===== src/verilog/cp_pkg.sv =====
/* types and default sizes shared by the cyclic prefix inserter
   LATENCY_RD is fixed by the memory read register plus the reader output register */
package cp_pkg;

  // one complex sample, imaginary in the upper half
  typedef struct packed {
    logic [15:0] im;               // imaginary part
    logic [15:0] re;               // real part
  } sample_t;

  // block timestamp carried from input sop to output
  typedef struct packed {
    logic [9:0] frame;             // frame number
    logic [7:0] slot;              // slot in frame
    logic [3:0] symbol;            // symbol in slot
  } stamp_t;

  localparam int FFT_SIZE_DEF     = 64;   // samples per symbol
  localparam int CP_LEN_LONG_DEF  = 16;   // long prefix
  localparam int CP_LEN_SHORT_DEF = 8;    // short prefix
  localparam int BLOCK_QTY_DEF    = 4;    // ring depth in blocks
  localparam int LATENCY_RD       = 2;    // read addr to output data

endpackage


===== src/verilog/block_writer.sv =====
/* write side, samples go to wr_block*FFT_SIZE+offset in the cycle they arrive
   a packet starting while full, or cut by din_restart, is dropped until the next sop */
`timescale 1ns/100ps

module block_writer #(
  parameter int  FFT_SIZE  = cp_pkg::FFT_SIZE_DEF,
  parameter int  BLOCK_QTY = cp_pkg::BLOCK_QTY_DEF,
  localparam int BLK_W     = $clog2(BLOCK_QTY),
  localparam int OFFS_W    = $clog2(FFT_SIZE),
  localparam int ADDR_W    = $clog2(FFT_SIZE * BLOCK_QTY)
) (
  input  logic              clk_rd,
  input  logic              rst_n,
  input  logic              din_valid,
  input  logic              din_sop,
  input  logic              din_eop,
  input  logic              din_restart,
  input  cp_pkg::stamp_t    din_stamp,
  input  logic              full,
  input  logic [BLK_W-1:0]  wr_block,
  output logic              wr_en,
  output logic [ADDR_W-1:0] wr_addr,
  output logic              stamp_en,
  output cp_pkg::stamp_t    wr_stamp,
  output logic              commit,
  output logic [31:0]       overflow_cnt
);

  logic [OFFS_W-1:0] offset_q;               // next sample offset
  logic              discard_q;              // packet being dropped
  logic [OFFS_W-1:0] offset;
  logic              start;
  logic              drop;

  assign start    = din_valid & din_sop;
  assign offset   = start ? '0 : offset_q;   // sop restarts the block
  assign drop     = din_restart | (start ? full : discard_q);
  assign wr_en    = din_valid & ~drop;
  assign wr_addr  = ADDR_W'(wr_block) * ADDR_W'(FFT_SIZE) + ADDR_W'(offset);
  assign stamp_en = wr_en & start;           // stamp taken with sop
  assign wr_stamp = din_stamp;
  assign commit   = wr_en & (offset == OFFS_W'(FFT_SIZE - 1));  // last sample

  always_ff @(posedge clk_rd or negedge rst_n) begin
    if (!rst_n) begin
      offset_q  <= '0;
      discard_q <= 1'b1;                     // ignore beats until first sop
    end else begin
      if (din_restart | commit) begin
        discard_q <= 1'b1;                   // extra beats after commit dropped too
      end else if (start) begin
        discard_q <= full;
      end
      if (wr_en) begin
        offset_q <= offset + 1'b1;
      end
    end
  end

  always_ff @(posedge clk_rd or negedge rst_n) begin
    if (!rst_n) begin
      overflow_cnt <= '0;
    end else if (din_valid & din_eop & drop) begin
      overflow_cnt <= overflow_cnt + 1'b1;   // one count per dropped packet
    end
  end

endmodule


===== config.mk =====
export PLATFORM = sky130hd
export DESIGN_NAME = block_writer
export DESIGN_NICKNAME = d
export VERILOG_FILES = /design/src/verilog/cp_pkg.sv /design/src/verilog/block_writer.sv
export SDC_FILE = /design/constraint.sdc
export NUM_CORES = 1
export LEC_CHECK = 0
export BUFFER_PORTS_ARGS = -buffer_cell sky130_fd_sc_hd__buf_2
export CELL_PAD_IN_SITES_DETAIL_PLACEMENT = 0
export CELL_PAD_IN_SITES_GLOBAL_PLACEMENT = 2
export CORE_ASPECT_RATIO = 1.4
export CORE_MARGIN = 10
export CORE_UTILIZATION = 28
export DETAILED_ROUTE_END_ITERATION = 7
export HOLD_SLACK_MARGIN = 0.05
export PLACE_DENSITY_LB_ADDON = 0.1
export SLEW_MARGIN = 10
export SYNTH_ARGS = -nofsm -noshare
export SYNTH_HDL_FRONTEND = slang
export SYNTH_SLANG_ARGS = --single-unit

===== constraint.sdc =====
create_clock -name clk_rd -period 1.8 [get_ports clk_rd]
set_input_delay 0.36 -clock clk_rd [delete_from_list [all_inputs] [get_ports clk_rd]]
set_output_delay 0.36 -clock clk_rd [all_outputs]
set_load 0.05 [all_outputs]

==> flow_summary.html, run 1 <==
<table>
<tr><th>Metric</th><th>Value</th></tr>
<tr><th colspan="2">Timing</th></tr>
<tr><td>Final max-slew violation count</td><td>0</td></tr>
<tr><td>Relative slew margins</td><td>0.7015</td></tr>
<tr><td>Number of setup violations in the final report</td><td>1</td></tr>
<tr><td>RSZ-0062 raised after global routing</td><td>yes</td></tr>
<tr><td>Clock skew</td><td>12.91 ps</td></tr>
<tr><td>Slew of the pin with the lowest slew margin</td><td>446.5 ps</td></tr>
<tr><td>Number of hold violations in the final report</td><td>0</td></tr>
<tr><td>Worst hold-check slack</td><td>397.8 ps</td></tr>
<tr><td>Final worst path period share</td><td>1.009</td></tr>
<tr><td>Highest achievable clock rate</td><td>550.5 MHz</td></tr>
<tr><td>Minimum period implied by the final worst setup slack</td><td>1817 ps</td></tr>
<tr><td>Post-layout worst setup margin</td><td>-16.65 ps</td></tr>
<tr><th colspan="2">Placement</th></tr>
<tr><td>Post-detailed-placement half-perimeter wirelength</td><td>4753 µm</td></tr>
<tr><td>GPL Wtd Cong</td><td>0.7470</td></tr>
<tr><td>Cell Count Post-Placement</td><td>360</td></tr>
<tr><td>Port-buffer cells</td><td>47</td></tr>
<tr><th colspan="2">Routing</th></tr>
<tr><td>DRT Pass-1 Iters</td><td>3</td></tr>
<tr><td>Violation count after the first detailed-routing iteration</td><td>60</td></tr>
<tr><td>Post-route DRC</td><td>0</td></tr>
<tr><td>Routed WL</td><td>6223 µm</td></tr>
<tr><td>Average detailed-routed wire length per instance</td><td>16.73 µm</td></tr>
<tr><td>Wire length the detailed router placed on met1</td><td>2394 µm</td></tr>
<tr><td>Detail Route Antenna Nets</td><td>0</td></tr>
<tr><td>Routed vias/inst</td><td>4.712</td></tr>
<tr><td>Detailed-route via count</td><td>1753</td></tr>
<tr><td>Routed wire length on met2</td><td>3302 µm</td></tr>
<tr><td>Met3 wire len</td><td>434 µm</td></tr>
<tr><td>Highest Signal Layer</td><td>met4</td></tr>
<tr><th colspan="2">Setup path</th></tr>
<tr><td>Critical Path AT</td><td>1460 ps</td></tr>
<tr><td>CP startpoint kind</td><td>flop</td></tr>
<tr><td>Crit path cell chain</td><td>and2_4 &gt; ha_4 &gt; nand4_1 &gt; nor3_4 &gt; buf_6</td></tr>
<tr><td>R2R setup slack</td><td>120 ps</td></tr>
<tr><td>Source of the critical timing path</td><td>offset_q[1]$_DFFE_PN0P_</td></tr>
<tr><td>Critical register-to-register path endpoint</td><td>overflow_cnt[26]$_DFFE_PN0P_</td></tr>
<tr><td>Kind of critical path</td><td>reg2out</td></tr>
<tr><td>Delay of the slowest cell on the worst path</td><td>350 ps</td></tr>
<tr><td>Launch instance of the worst register-to-register path</td><td>discard_q$_DFF_PN1_</td></tr>
<tr><td>Maximum fanout along the worst path</td><td>2</td></tr>
<tr><td>Kind of end point of the critical path</td><td>output pin</td></tr>
<tr><td>Critical path required time</td><td>1440 ps</td></tr>
<tr><td>Number of cells traversed by the worst register-to-register path</td><td>5</td></tr>
<tr><td>Worst path slowest cell</td><td>sky130_fd_sc_hd__dfrtp_1</td></tr>
<tr><td>Capture point of the worst path</td><td>commit</td></tr>
<tr><th colspan="2">Synth</th></tr>
<tr><td>Post-synthesis cell type with the largest combined area</td><td>sky130_fd_sc_hd__dfrtp_1</td></tr>
<tr><td>Synth top area share</td><td>0.4282</td></tr>
<tr><td>Count of distinct cell types in the synthesized netlist</td><td>32</td></tr>
<tr><td>Number of instances in the synthesized netlist</td><td>211</td></tr>
<tr><td>Most area-consuming cells after synthesis</td><td>sky130_fd_sc_hd__dfrtp_1, sky130_fd_sc_hd__xor2_1, sky130_fd_sc_hd__buf_4</td></tr>
<tr><td>Seq cells post-synth</td><td>39</td></tr>
<tr><td>Sequential element share of the synthesized area</td><td>0.4400</td></tr>
<tr><td>Net count after synthesis</td><td>244</td></tr>
<tr><td>Number of synthesis warnings</td><td>0</td></tr>
<tr><td>Total standard cell area after synthesis</td><td>0.002221 mm²</td></tr>
<tr><td>Avg Inst Size Synth</td><td>10.53 µm²</td></tr>
<tr><th colspan="2">Clock tree</th></tr>
<tr><td>Maximum buffer depth of the clock tree</td><td>2</td></tr>
<tr><td>CTS tree</td><td>built</td></tr>
<tr><td>CTS root buffer</td><td>sky130_fd_sc_hd__clkbuf_8</td></tr>
<tr><td>H-tree level count</td><td>2</td></tr>
<tr><td>Clock slew at the register clock pins of the worst setup and hold paths</td><td>90 ps</td></tr>
<tr><td>Clock insertion delay at the later pin of the skew report</td><td>290 ps</td></tr>
<tr><td>CTS buffer count</td><td>5</td></tr>
<tr><td>Sink Count</td><td>39</td></tr>
<tr><th colspan="2">Die</th></tr>
<tr><td>Top-level port count</td><td>96</td></tr>
<tr><td>Die width</td><td>95.27 µm</td></tr>
<tr><td>Initial Utilization</td><td>0.2866</td></tr>
<tr><td>Core box area</td><td>0.007750 mm²</td></tr>
<tr><td>Die Footprint</td><td>0.01194 mm²</td></tr>
<tr><td># rows</td><td>38</td></tr>
<tr><td>Height of the chip</td><td>125.4 µm</td></tr>
<tr><th colspan="2">Pwr</th></tr>
<tr><td>Int Power</td><td>1.689 mW</td></tr>
<tr><td>Reg power frac</td><td>0.394</td></tr>
<tr><td>Leakage power total</td><td>1.462 nW</td></tr>
<tr><td>Clk pwr share</td><td>0.300</td></tr>
<tr><td>Switching power total</td><td>0.9291 mW</td></tr>
<tr><td>Peak supply drop</td><td>319.0 µV</td></tr>
<tr><td>PwrDens</td><td>914.8 mW/mm²</td></tr>
<tr><td>Logic gate share of total power</td><td>0.306</td></tr>
<tr><td>Switching part of the total</td><td>0.3549</td></tr>
<tr><th colspan="2">Global route</th></tr>
<tr><td>Antenna violations before repair</td><td>0</td></tr>
<tr><td>Total GRT Usage</td><td>0.1068</td></tr>
<tr><td>First-pass GRT wire length</td><td>10250 µm</td></tr>
<tr><td>Number of global-route vias before repair</td><td>1958</td></tr>
<tr><td>Residual overflow from global routing</td><td>0</td></tr>
<tr><td>Pin count of the biggest net entering global routing</td><td>36</td></tr>
<tr><th colspan="2">Finish</th></tr>
<tr><td>Most common cell after layout, fill and taps aside</td><td>sky130_fd_sc_hd__buf_2</td></tr>
<tr><td>Antenna diode instance count</td><td>0</td></tr>
<tr><td>Final net count</td><td>304</td></tr>
<tr><td>Fraction of layout instances using a drive strength above 1</td><td>0.4154</td></tr>
<tr><td>Number of filler instances in the final layout</td><td>801</td></tr>
<tr><td>Count of placed standard cells in the final layout, fillers left out</td><td>372</td></tr>
<tr><td>Most frequent cells in the layout</td><td>sky130_fd_sc_hd__buf_2, sky130_fd_sc_hd__dfrtp_1, sky130_fd_sc_hd__buf_4</td></tr>
<tr><td>Area delta synth-&gt;final</td><td>28.84%</td></tr>
<tr><th colspan="2">Run status</th></tr>
<tr><td>Status</td><td>finished, violations left</td></tr>
<tr><td>Violations in the final reports</td><td>setup timing</td></tr>
<tr><th colspan="2">Hold path</th></tr>
<tr><td>Path type of the worst min-delay path</td><td>in2reg</td></tr>
<tr><th colspan="2">Run</th></tr>
<tr><td>Reported max-cap violation count</td><td>0</td></tr>
</table>
==> cells in the mapped netlist <==
cell,instances
sky130_fd_sc_hd__dfrtp_1,38
sky130_fd_sc_hd__buf_4,24
sky130_fd_sc_hd__nand2_1,24
sky130_fd_sc_hd__xor2_1,24
sky130_fd_sc_hd__nand3_1,11
sky130_fd_sc_hd__xnor2_1,11
sky130_fd_sc_hd__nor3_1,10
sky130_fd_sc_hd__inv_1,9
sky130_fd_sc_hd__nor4_1,9
sky130_fd_sc_hd__nand4_1,8
sky130_fd_sc_hd__nor2_1,6
sky130_fd_sc_hd__and2_1,5
sky130_fd_sc_hd__and3_1,3
sky130_fd_sc_hd__and4_1,3
sky130_fd_sc_hd__nor4_4,3
sky130_fd_sc_hd__or3_1,3
sky130_fd_sc_hd__a21oi_1,2
sky130_fd_sc_hd__ha_1,2
sky130_fd_sc_hd__nand4_4,2
sky130_fd_sc_hd__nor4b_2,2
sky130_fd_sc_hd__a21o_1,1
sky130_fd_sc_hd__and4_2,1
sky130_fd_sc_hd__and4_4,1
sky130_fd_sc_hd__buf_6,1
sky130_fd_sc_hd__dfstp_2,1
sky130_fd_sc_hd__mux2_2,1
sky130_fd_sc_hd__mux2_4,1
sky130_fd_sc_hd__mux2i_1,1
sky130_fd_sc_hd__nand3_2,1
sky130_fd_sc_hd__nand3b_1,1
sky130_fd_sc_hd__o2111ai_4,1
sky130_fd_sc_hd__o211ai_2,1
==> critical path: cells and delay by family (launching register included) <==
family / cells / cell delay [ps]
buffers and inverters: 1 / 180
flip-flops: 1 / 350
AND/OR/NAND/NOR: 3 / 500
adder cells (fa/ha/maj): 1 / 130
==> power groups by stage <==
stage	clock, mW	sequential [mW]	combinational (mW)
after floorplan	0	1.26	0.420
after global placement	0	1.05	0.779
after detailed placement	0	1.06	0.775
after CTS	0.821	1.03	0.809
after global routing	0.865	1.04	0.864
final	0.785	1.03	0.801
==> metrics by stage <==
stage / setup TNS, ps / cell area (µm²) / worst slack [ps] / power, mW / utilization
final: -16.65 / 2861 / -16.65 / 2.618 / 0.3692
after global routing: -110.9 / 2861 / -110.9 / 2.773 / 0.3692
after CTS: -77.06 / 2834 / -77.06 / 2.663 / 0.3657
after detailed placement: -93.37 / 2666 / -31.77 / 1.832 / 0.3440
after global placement: 0 / 2666 / 4.206 / 1.833 / 0.3440
after floorplan: -6.279 / 2270 / -6.279 / 1.678 / -
==> how the worst min path moves through the flow <==
stage                     cells past startpoint                 endpoint   startpoint
after floorplan                               0  offset_q[0]$_DFFE_PN0P_        rst_n
after global placement                        1  offset_q[4]$_DFFE_PN0P_        rst_n
after detailed placement                      1  offset_q[4]$_DFFE_PN0P_        rst_n
after CTS                                     2      discard_q$_DFF_PN1_  din_restart
after global routing                          2      discard_q$_DFF_PN1_  din_restart
final                                         2      discard_q$_DFF_PN1_  din_restart
==> routing by layer <==
layer	track usage	up-vias
li1	-	828
met1	0.1149	855
met2	0.1867	58
met3	0.03832	12
met4	0.03357	0
met5	0	-
==> area by class of cell <==
type                       count  area, µm²  area share
clock buffer                   6      82.58     0.02886
clock inverter                 2      35.03     0.01224
inverter                       9      33.78     0.01181
multi-input combinational    138       1090      0.3809
sequential                    39      980.9      0.3428
tap                          100      125.1     0.04373
timing repair buffer          78      514.2      0.1797
==> state kept, by name, summed over array words and instances (netlist names) <==
name / cells
offset_q: 6
overflow_cnt: 32
discard_q: 1
==> what timing repair did <==
item / 4_1_cts / 5_1_grt
pin swaps: 4 / 2
hold buffers: 1 / 0
buffers inserted: 3 / 0
endpoints found under the setup margin: 2 / 5
cloned: 0 / 0
gates resized for setup: 5 / 8
hold endpoints to repair: 4 / 0
==> logic make-up (layout without fill, tap and decap cells) <==
logic type,count (synthesis),after routing,share of synthesized area
buffers and inverters,34,95,0.1014
xor gates and xnor gates,35,35,0.1380
AOI/OAI and AO/OA,5,5,0.02535
and+or+nand+nor,93,93,0.2676
DFF,39,39,0.4400
muxes,3,3,0.01634
adders and majority gates,2,2,0.01127
(Power assumes the default switching activity.)
==> run 2, diff against run 1 <==
==> constraint.sdc (replaced) <==
create_clock -name clk_rd -period 2 [get_ports clk_rd]
set_input_delay 0.2 -clock clk_rd [delete_from_list [all_inputs] [get_ports clk_rd]]
set_output_delay 0.2 -clock clk_rd [all_outputs]
set_load 0.05 [all_outputs]
==> run 2 against run 1 <==
Effect of this change:
- the run now ends clean
- flip-flop and latch count unchanged
- via count shrank 7.6%
- sequential power is 5% lower
- utilization decreased by 4.1 points
- sequential share of layout area up 4.1 points
- routed wire length decreased by 6.3%
- worst hold slack lost 180 ps
- cell area fell by 11%
- highest routed layer unchanged
==> flow_summary.html, run 2 (synthesis results as in run 1) <==
<table>
<tr><th>Metric</th><th>Value</th></tr>
<tr><th colspan="2">Setup path</th></tr>
<tr><td>Critical path required time</td><td>1800 ps (+360 ps)</td></tr>
<tr><td>Critical Path AT</td><td>1640 ps (+180 ps)</td></tr>
<tr><td>Critical path buffer and inverter count</td><td>1 (unchanged)</td></tr>
<tr><td>Top Family by Delay on Critical Path</td><td>simple AND/OR/NAND/NOR gates</td></tr>
<tr><td>Worst path slowest cell</td><td>sky130_fd_sc_hd__dfrtp_1</td></tr>
<tr><td>Kind of critical path</td><td>reg2out</td></tr>
<tr><td>Maximum fanout along the worst path</td><td>3 (+1)</td></tr>
<tr><td>Crit path cell chain</td><td>and2_2 &gt; ha_1 &gt; nand4_1 &gt; nor3_4 &gt; buf_4</td></tr>
<tr><td>Delay of the slowest cell on the worst path</td><td>370 ps (+20 ps)</td></tr>
<tr><td>CP startpoint kind</td><td>flop</td></tr>
<tr><td>Kind of end point of the critical path</td><td>output pin</td></tr>
<tr><th colspan="2">Placement</th></tr>
<tr><td>Post-placement worst setup slack</td><td>199.5 ps (+231.3 ps)</td></tr>
<tr><td>Post-placement cell area</td><td>0.002440 mm² (-8.5%)</td></tr>
<tr><td>Port-buffer cells</td><td>47 (unchanged)</td></tr>
<tr><td>Post-detailed-placement half-perimeter wirelength</td><td>4447 µm (-6.4%)</td></tr>
<tr><td>GPL Wtd Cong</td><td>0.6909 (-7.5%)</td></tr>
<tr><th colspan="2">Die</th></tr>
<tr><td># rows</td><td>38 (unchanged)</td></tr>
<tr><td>Initial Utilization</td><td>0.2866 (unchanged)</td></tr>
<tr><td>Die width</td><td>95.27 µm (unchanged)</td></tr>
<tr><td>Height of the chip</td><td>125.4 µm (unchanged)</td></tr>
<tr><td>Core box area</td><td>0.007750 mm² (unchanged)</td></tr>
<tr><td>Top-level port count</td><td>96 (unchanged)</td></tr>
<tr><td>Die Footprint</td><td>0.01194 mm² (unchanged)</td></tr>
<tr><th colspan="2">Clock tree</th></tr>
<tr><td>CTS root buffer</td><td>sky130_fd_sc_hd__clkbuf_8</td></tr>
<tr><td>Clock insertion delay at the later pin of the skew report</td><td>290 ps (about the same)</td></tr>
<tr><td>Sink Count</td><td>39 (unchanged)</td></tr>
<tr><td>H-tree level count</td><td>2 (unchanged)</td></tr>
<tr><td>CTS buffer count</td><td>5 (unchanged)</td></tr>
<tr><td>CTS tree</td><td>built</td></tr>
<tr><td>Clock slew at the register clock pins of the worst setup and hold paths</td><td>80 ps (about the same)</td></tr>
<tr><td>Maximum buffer depth of the clock tree</td><td>2 (unchanged)</td></tr>
<tr><td>Post CTS Setup Buffer Count</td><td>0 (-3)</td></tr>
<tr><th colspan="2">Global route</th></tr>
<tr><td>Total GRT Usage</td><td>0.1008 (-0.005934)</td></tr>
<tr><td>Pin count of the biggest net entering global routing</td><td>40 (+11%)</td></tr>
<tr><td>Antenna violations before repair</td><td>0 (unchanged)</td></tr>
<tr><td>Residual overflow from global routing</td><td>0 (unchanged)</td></tr>
<tr><td>First-pass GRT wire length</td><td>9673 µm (-5.7%)</td></tr>
<tr><td>Number of global-route vias before repair</td><td>1812 (-7.5%)</td></tr>
<tr><th colspan="2">Run</th></tr>
<tr><td>Reported max-cap violation count</td><td>0 (unchanged)</td></tr>
<tr><th colspan="2">Finish</th></tr>
<tr><td>Final std cell area, no fill</td><td>0.002544 mm² (-11%)</td></tr>
<tr><td>Antenna diode instance count</td><td>0 (unchanged)</td></tr>
<tr><td>Leading registers by flop count</td><td>overflow_cnt (32), offset_q (6), discard_q (1)</td></tr>
<tr><td>Most frequent cells in the layout</td><td>sky130_fd_sc_hd__buf_2, sky130_fd_sc_hd__dfrtp_1, sky130_fd_sc_hd__nand2_1, sky130_fd_sc_hd__xor2_1</td></tr>
<tr><td>Number of filler instances in the final layout</td><td>816 (+1.9%)</td></tr>
<tr><td>Flip-flop count of the largest register, all copies and words added</td><td>32 (unchanged)</td></tr>
<tr><td>Fraction of layout instances using a drive strength above 1</td><td>0.3077 (-0.1077)</td></tr>
<tr><td>Area delta synth-&gt;final</td><td>14.54%</td></tr>
<tr><td>Most common cell after layout, fill and taps aside</td><td>sky130_fd_sc_hd__buf_2</td></tr>
<tr><td>Register ranked first by flip-flop count</td><td>overflow_cnt</td></tr>
<tr><td>Final net count</td><td>279 (-8.2%)</td></tr>
<tr><th colspan="2">Routing</th></tr>
<tr><td>Routed WL</td><td>5829 µm (-6.3%)</td></tr>
<tr><td>Post-route DRC</td><td>0 (unchanged)</td></tr>
<tr><td>Average detailed-routed wire length per instance</td><td>16.80 µm (+0.42%)</td></tr>
<tr><td>Violation count after the first detailed-routing iteration</td><td>26 (-57%)</td></tr>
<tr><td>Routed vias/inst</td><td>4.666 (-0.99%)</td></tr>
<tr><td>DRT Pass-1 Iters</td><td>3 (unchanged)</td></tr>
<tr><td>Detail Route Antenna Nets</td><td>0 (unchanged)</td></tr>
<tr><td>Detailed-route via count</td><td>1619 (-7.6%)</td></tr>
<tr><th colspan="2">Timing</th></tr>
<tr><td>Number of setup violations in the final report</td><td>0 (-1)</td></tr>
<tr><td>TNS Setup</td><td>0 ps (+16.65 ps)</td></tr>
<tr><td>Clock skew</td><td>5.294 ps (-7.615 ps)</td></tr>
<tr><td>RSZ-0062 raised after global routing</td><td>no</td></tr>
<tr><td>Final max-slew violation count</td><td>0 (unchanged)</td></tr>
<tr><td>Minimum period implied by the final worst setup slack</td><td>1835 ps</td></tr>
<tr><td>Final worst path period share</td><td>0.9177</td></tr>
<tr><td>Relative slew margins</td><td>0.5535 (-0.1480)</td></tr>
<tr><td>Slew of the pin with the lowest slew margin</td><td>669.5 ps (+223.0 ps)</td></tr>
<tr><td>Number of hold violations in the final report</td><td>0 (unchanged)</td></tr>
<tr><td>Highest achievable clock rate</td><td>544.8 MHz</td></tr>
<tr><td>Worst hold-check slack</td><td>221.9 ps (-175.8 ps)</td></tr>
<tr><td>Post-layout worst setup margin</td><td>164.6 ps (+181.2 ps)</td></tr>
<tr><th colspan="2">Pwr</th></tr>
<tr><td>Reg power frac</td><td>0.470 (+0.076)</td></tr>
<tr><td>Logic gate share of total power</td><td>0.256 (-0.050)</td></tr>
<tr><td>Leakage power total</td><td>1.319 nW (-9.8%)</td></tr>
<tr><td>Switching part of the total</td><td>0.3837 (+0.02875)</td></tr>
<tr><td>PwrDens</td><td>815.8 mW/mm² (-11%)</td></tr>
<tr><td>Switching power total</td><td>0.7962 mW (-14%)</td></tr>
<tr><td>Peak supply drop</td><td>301.4 µV (-5.5%)</td></tr>
<tr><td>Int Power</td><td>1.279 mW (-24%)</td></tr>
<tr><td>Clk pwr share</td><td>0.275 (-0.025)</td></tr>
<tr><th colspan="2">Hold path</th></tr>
<tr><td>Path type of the worst min-delay path</td><td>in2reg</td></tr>
<tr><th colspan="2">Run status</th></tr>
<tr><td>Status</td><td>completed</td></tr>
</table>
-- run 2: power by group through the flow --
| stage | registers (mW) | logic, mW | clock network, mW |
|---|---|---|---|
| after global placement | 0.993 | 0.543 | 0 |
| final | 0.974 | 0.530 | 0.570 |
| after global routing | 0.989 | 0.577 | 0.626 |
| after detailed placement | 0.993 | 0.539 | 0 |
| after CTS | 0.977 | 0.541 | 0.596 |
| after floorplan | 1.13 | 0.356 | 0 |
-- run 2: metal layers --
metal	routed length (µm)	vias up	GRT usage
met5	0	-	0
met4	51	0	0.02915
met3	480	4	0.04551
met2	3044	69	0.1690
met1	2252	769	0.1105
li1	-	777	-
-- run 2: timing repair --
item / 4_1_cts / 5_1_grt
hold endpoints to repair: 38 / 0
gates resized for setup: 0 / 2
endpoints found under the setup margin: 0 / 1
hold buffers: 1 / 0
-- run 2: path summary, 6_finish.rpt --
| check | endpoint | slack, ps | start | cells past startpoint |
|---|---|---|---|---|
| setup / recovery | commit | 160 | offset_q[0]$_DFFE_PN0P_ | 5 |
| hold / removal | discard_q$_DFF_PN1_ | 220 | din_restart | 2 |
| setup reg to reg | overflow_cnt[16]$_DFFE_PN0P_ | 230 | overflow_cnt[6]$_DFFE_PN0P_ | 4 |
| hold reg to reg | overflow_cnt[31]$_DFFE_PN0P_ | 460 | overflow_cnt[31]$_DFFE_PN0P_ | 1 |
| max in group asynchronous | discard_q$_DFF_PN1_ | 1110 | rst_n | 3 |
| min in group asynchronous | overflow_cnt[12]$_DFFE_PN0P_ | 500 | rst_n | 3 |
-- run 2: area by class of cell --
| cell class | count | area [µm²] | area share |
|---|---|---|---|
| Clock inverter | 1 | 5.005 | 0.001968 |
| Inverter | 9 | 33.78 | 0.01328 |
| Tap cell | 100 | 125.1 | 0.04919 |
| Timing Repair Buffer | 53 | 285.3 | 0.1121 |
| Multi-Input combinational cell | 138 | 1031 | 0.4053 |
| Sequential cell | 39 | 977.2 | 0.3842 |
| Clock buffer | 7 | 86.33 | 0.03394 |
-- run 2: through the flow --
stage               utilization  power, mW  cells
floorplan                     -      1.487    211
global placement         0.3148      1.536    338
detailed placement       0.3148      1.532    338
CTS                      0.3279      2.114    347
global route             0.3282      2.192    347
finish                   0.3282      2.075    347
==> run 3, diff against run 2 <==
- CORE_UTILIZATION: 28 -> 29
- CTS_BUF_LIST: unset -> sky130_fd_sc_hd__clkbuf_4
==> run 3 against run 2 <==
Effect of this change:
- cell count down 0.58%
- first-iteration DRC count is 27% higher
- clock power is 28% lower
==> flow_summary.html, run 3 (synthesis results as in run 1) <==
<table>
<tr><th>Metric</th><th>Value</th></tr>
<tr><th colspan="2">Clock tree</th></tr>
<tr><td>Maximum buffer depth of the clock tree</td><td>2 (unchanged)</td></tr>
<tr><td>Clock slew at the register clock pins of the worst setup and hold paths</td><td>110 ps (+30 ps)</td></tr>
<tr><td>H-tree level count</td><td>2 (unchanged)</td></tr>
<tr><td>CTS tree</td><td>built</td></tr>
<tr><td>Sink Count</td><td>39 (unchanged)</td></tr>
<tr><td>CTS root buffer</td><td>sky130_fd_sc_hd__clkbuf_4</td></tr>
<tr><td>CTS buffer count</td><td>5 (unchanged)</td></tr>
<tr><td>Clock insertion delay at the later pin of the skew report</td><td>350 ps (+60 ps)</td></tr>
<tr><th colspan="2">Timing</th></tr>
<tr><td>RSZ-0062 raised after global routing</td><td>no</td></tr>
<tr><td>Worst hold-check slack</td><td>162.9 ps (-59.00 ps)</td></tr>
<tr><td>Clock skew</td><td>14.13 ps (+8.840 ps)</td></tr>
<tr><td>Number of hold violations in the final report</td><td>0 (unchanged)</td></tr>
<tr><td>Slew of the pin with the lowest slew margin</td><td>674.8 ps (+5.327 ps)</td></tr>
<tr><td>Highest achievable clock rate</td><td>528.5 MHz (-3.0%)</td></tr>
<tr><td>Final worst path period share</td><td>0.9461 (+0.02837)</td></tr>
<tr><td>Relative slew margins</td><td>0.5499 (-0.003553)</td></tr>
<tr><td>Number of setup violations in the final report</td><td>0 (unchanged)</td></tr>
<tr><td>Final max-slew violation count</td><td>0 (unchanged)</td></tr>
<tr><td>Minimum period implied by the final worst setup slack</td><td>1892 ps (+56.75 ps)</td></tr>
<tr><td>TNS Setup</td><td>0 ps (unchanged)</td></tr>
<tr><th colspan="2">Setup path</th></tr>
<tr><td>Delay of the slowest cell on the worst path</td><td>390 ps (+20 ps)</td></tr>
<tr><td>Critical path buffer and inverter count</td><td>1 (unchanged)</td></tr>
<tr><td>Launch instance of the worst register-to-register path</td><td>overflow_cnt[6]$_DFFE_PN0P_</td></tr>
<tr><td>Maximum fanout along the worst path</td><td>3 (unchanged)</td></tr>
<tr><td>Critical Path AT</td><td>1690 ps (+50 ps)</td></tr>
<tr><td>Top Family by Delay on Critical Path</td><td>simple AND/OR/NAND/NOR gates</td></tr>
<tr><td>Critical register-to-register path endpoint</td><td>overflow_cnt[17]$_DFFE_PN0P_</td></tr>
<tr><td>Crit path cell chain</td><td>and2_2 &gt; ha_1 &gt; nand4_1 &gt; nor3_4 &gt; buf_6</td></tr>
<tr><td>Kind of critical path</td><td>reg2out</td></tr>
<tr><td>CP startpoint kind</td><td>flop</td></tr>
<tr><td>Number of cells traversed by the worst register-to-register path</td><td>4 (unchanged)</td></tr>
<tr><td>Critical path required time</td><td>1800 ps (about the same)</td></tr>
<tr><td>Worst path slowest cell</td><td>sky130_fd_sc_hd__dfrtp_1</td></tr>
<tr><td>Kind of end point of the critical path</td><td>output pin</td></tr>
<tr><td>R2R setup slack</td><td>200 ps (-30 ps)</td></tr>
<tr><th colspan="2">Routing</th></tr>
<tr><td>Post-route DRC</td><td>0 (unchanged)</td></tr>
<tr><td>Detailed-route via count</td><td>1660 (+2.5%)</td></tr>
<tr><td>DRT Pass-1 Iters</td><td>5 (+2)</td></tr>
<tr><td>Routed WL</td><td>5804 µm (-0.43%)</td></tr>
<tr><td>Detail Route Antenna Nets</td><td>0 (unchanged)</td></tr>
<tr><td>Violation count after the first detailed-routing iteration</td><td>33 (+27%)</td></tr>
<tr><td>Routed vias/inst</td><td>4.812 (+3.1%)</td></tr>
<tr><td>Average detailed-routed wire length per instance</td><td>16.82 µm (+0.15%)</td></tr>
<tr><th colspan="2">Finish</th></tr>
<tr><td>Area delta synth-&gt;final</td><td>13.41%</td></tr>
<tr><td>Final net count</td><td>280 (+0.36%)</td></tr>
<tr><td>Flip-flop count of the largest register, all copies and words added</td><td>32 (unchanged)</td></tr>
<tr><td>Most common cell after layout, fill and taps aside</td><td>sky130_fd_sc_hd__buf_2</td></tr>
<tr><td>Most frequent cells in the layout</td><td>sky130_fd_sc_hd__buf_2, sky130_fd_sc_hd__dfrtp_1, sky130_fd_sc_hd__nand2_1, sky130_fd_sc_hd__xor2_1</td></tr>
<tr><td>Antenna diode instance count</td><td>0 (unchanged)</td></tr>
<tr><td>Leading registers by flop count</td><td>overflow_cnt (32), offset_q (6), discard_q (1)</td></tr>
<tr><td>Register ranked first by flip-flop count</td><td>overflow_cnt</td></tr>
<tr><td>Fraction of layout instances using a drive strength above 1</td><td>0.3105 (+0.002792)</td></tr>
<tr><th colspan="2">Pwr</th></tr>
<tr><td>Logic gate share of total power</td><td>0.291 (+0.035)</td></tr>
<tr><td>Int Power</td><td>1.159 mW (-9.4%)</td></tr>
<tr><td>Sum of internal, switching and leakage power</td><td>1.935 mW (-6.7%)</td></tr>
<tr><td>Peak supply drop</td><td>298.0 µV (-1.1%)</td></tr>
<tr><td>Clk pwr share</td><td>0.211 (-0.064)</td></tr>
<tr><td>Leakage power total</td><td>1.305 nW (-1.1%)</td></tr>
<tr><td>Switching part of the total</td><td>0.4013 (+0.01758)</td></tr>
<tr><td>Switching power total</td><td>0.7765 mW (-2.5%)</td></tr>
<tr><td>Reg power frac</td><td>0.498 (+0.028)</td></tr>
<tr><td>PwrDens</td><td>768.3 mW/mm² (-5.8%)</td></tr>
<tr><th colspan="2">Placement</th></tr>
<tr><td>Post-detailed-placement half-perimeter wirelength</td><td>4387 µm (-1.3%)</td></tr>
<tr><td>GPL Wtd Cong</td><td>0.7515 (+8.8%)</td></tr>
<tr><td>Port-buffer cells</td><td>47 (unchanged)</td></tr>
<tr><th colspan="2">Global route</th></tr>
<tr><td>Pin count of the biggest net entering global routing</td><td>40 (unchanged)</td></tr>
<tr><td>Total GRT Usage</td><td>0.1016 (+0.0007466)</td></tr>
<tr><td>Residual overflow from global routing</td><td>0 (unchanged)</td></tr>
<tr><td>Antenna violations before repair</td><td>0 (unchanged)</td></tr>
<tr><td>Number of global-route vias before repair</td><td>1767 (-2.5%)</td></tr>
<tr><td>First-pass GRT wire length</td><td>9397 µm (-2.9%)</td></tr>
<tr><th colspan="2">Hold path</th></tr>
<tr><td>Endpoint with the worst hold slack</td><td>discard_q$_DFF_PN1_</td></tr>
<tr><td>Path type of the worst min-delay path</td><td>in2reg</td></tr>
<tr><td>Hold path depth</td><td>2 (unchanged)</td></tr>
<tr><td>Startpoint of the tightest hold check path</td><td>din_restart</td></tr>
<tr><th colspan="2">Die</th></tr>
<tr><td>Die Footprint</td><td>0.01161 mm² (-2.8%)</td></tr>
<tr><td>Core box area</td><td>0.007407 mm² (-4.4%)</td></tr>
<tr><td>Die width</td><td>93.96 µm (-1.4%)</td></tr>
<tr><td>Top-level port count</td><td>96 (unchanged)</td></tr>
<tr><td># rows</td><td>37 (-2.6%)</td></tr>
<tr><td>Height of the chip</td><td>123.5 µm (-1.5%)</td></tr>
<tr><td>Initial Utilization</td><td>0.2998 (+0.01326)</td></tr>
<tr><th colspan="2">Run</th></tr>
<tr><td>Reported max-cap violation count</td><td>0 (unchanged)</td></tr>
<tr><th colspan="2">Run status</th></tr>
<tr><td>Status</td><td>completed</td></tr>
</table>
## run 3: final cells by class
class | instances | area [µm²]
clock buffers | 6 | 45.04
clock inverters | 2 | 7.507
fillers | 784 | 4888
inverters | 9 | 33.78
multi-input cells | 138 | 1035
flip-flops and latches | 39 | 977.2
well taps | 97 | 121.4
repair buffers | 54 | 299.0
## run 3: power groups by stage
stage	combinational [mW]	sequential, mW	clock [mW]
after floorplan	0.356	1.13	0
after global placement	0.574	0.983	0
after detailed placement	0.569	0.980	0
after CTS	0.572	0.965	0.430
after global routing	0.607	0.980	0.474
final	0.563	0.964	0.408
## run 3: per-layer routing
metal	wire, µm	up-vias	track usage
li1	-	781	-
met1	2253	798	0.1109
met2	3047	73	0.1763
met3	408	8	0.04063
met4	95	0	0.03048
met5	0	-	0
## run 3: worst max-delay path by stage
stage / startpoint / to / cells after the start
after detailed placement: overflow_cnt[6]$_DFFE_PN0P_ / overflow_cnt[28]$_DFFE_PN0P_ / 4
after CTS: discard_q$_DFF_PN1_ / wr_en / 4
after global placement: overflow_cnt[6]$_DFFE_PN0P_ / overflow_cnt[17]$_DFFE_PN0P_ / 4
final: offset_q[0]$_DFFE_PN0P_ / commit / 5
after floorplan: din_valid / discard_q$_DFF_PN1_ / 6
after global routing: offset_q[0]$_DFFE_PN0P_ / commit / 5
## run 3: what timing repair did
item | 4_1_cts | 5_1_grt
gates cloned | 0 | 0
hold endpoints to repair | 38 | 0
buffers inserted | 0 | 1
gates resized for setup | 1 | 3
hold buffers | 1 | 0
endpoints found under the setup margin | 1 | 2
## run 3: per-stage QoR
step	worst slack, ps	cells	instance area, µm²	utilization
detailed placement	183.1	335	2436	0.3289
floorplan	7.852	211	2233	-
CTS	44.91	344	2501	0.3377
global route	3.965	345	2519	0.3400
finish	107.8	345	2519	0.3400
global placement	213.5	335	2436	0.3289
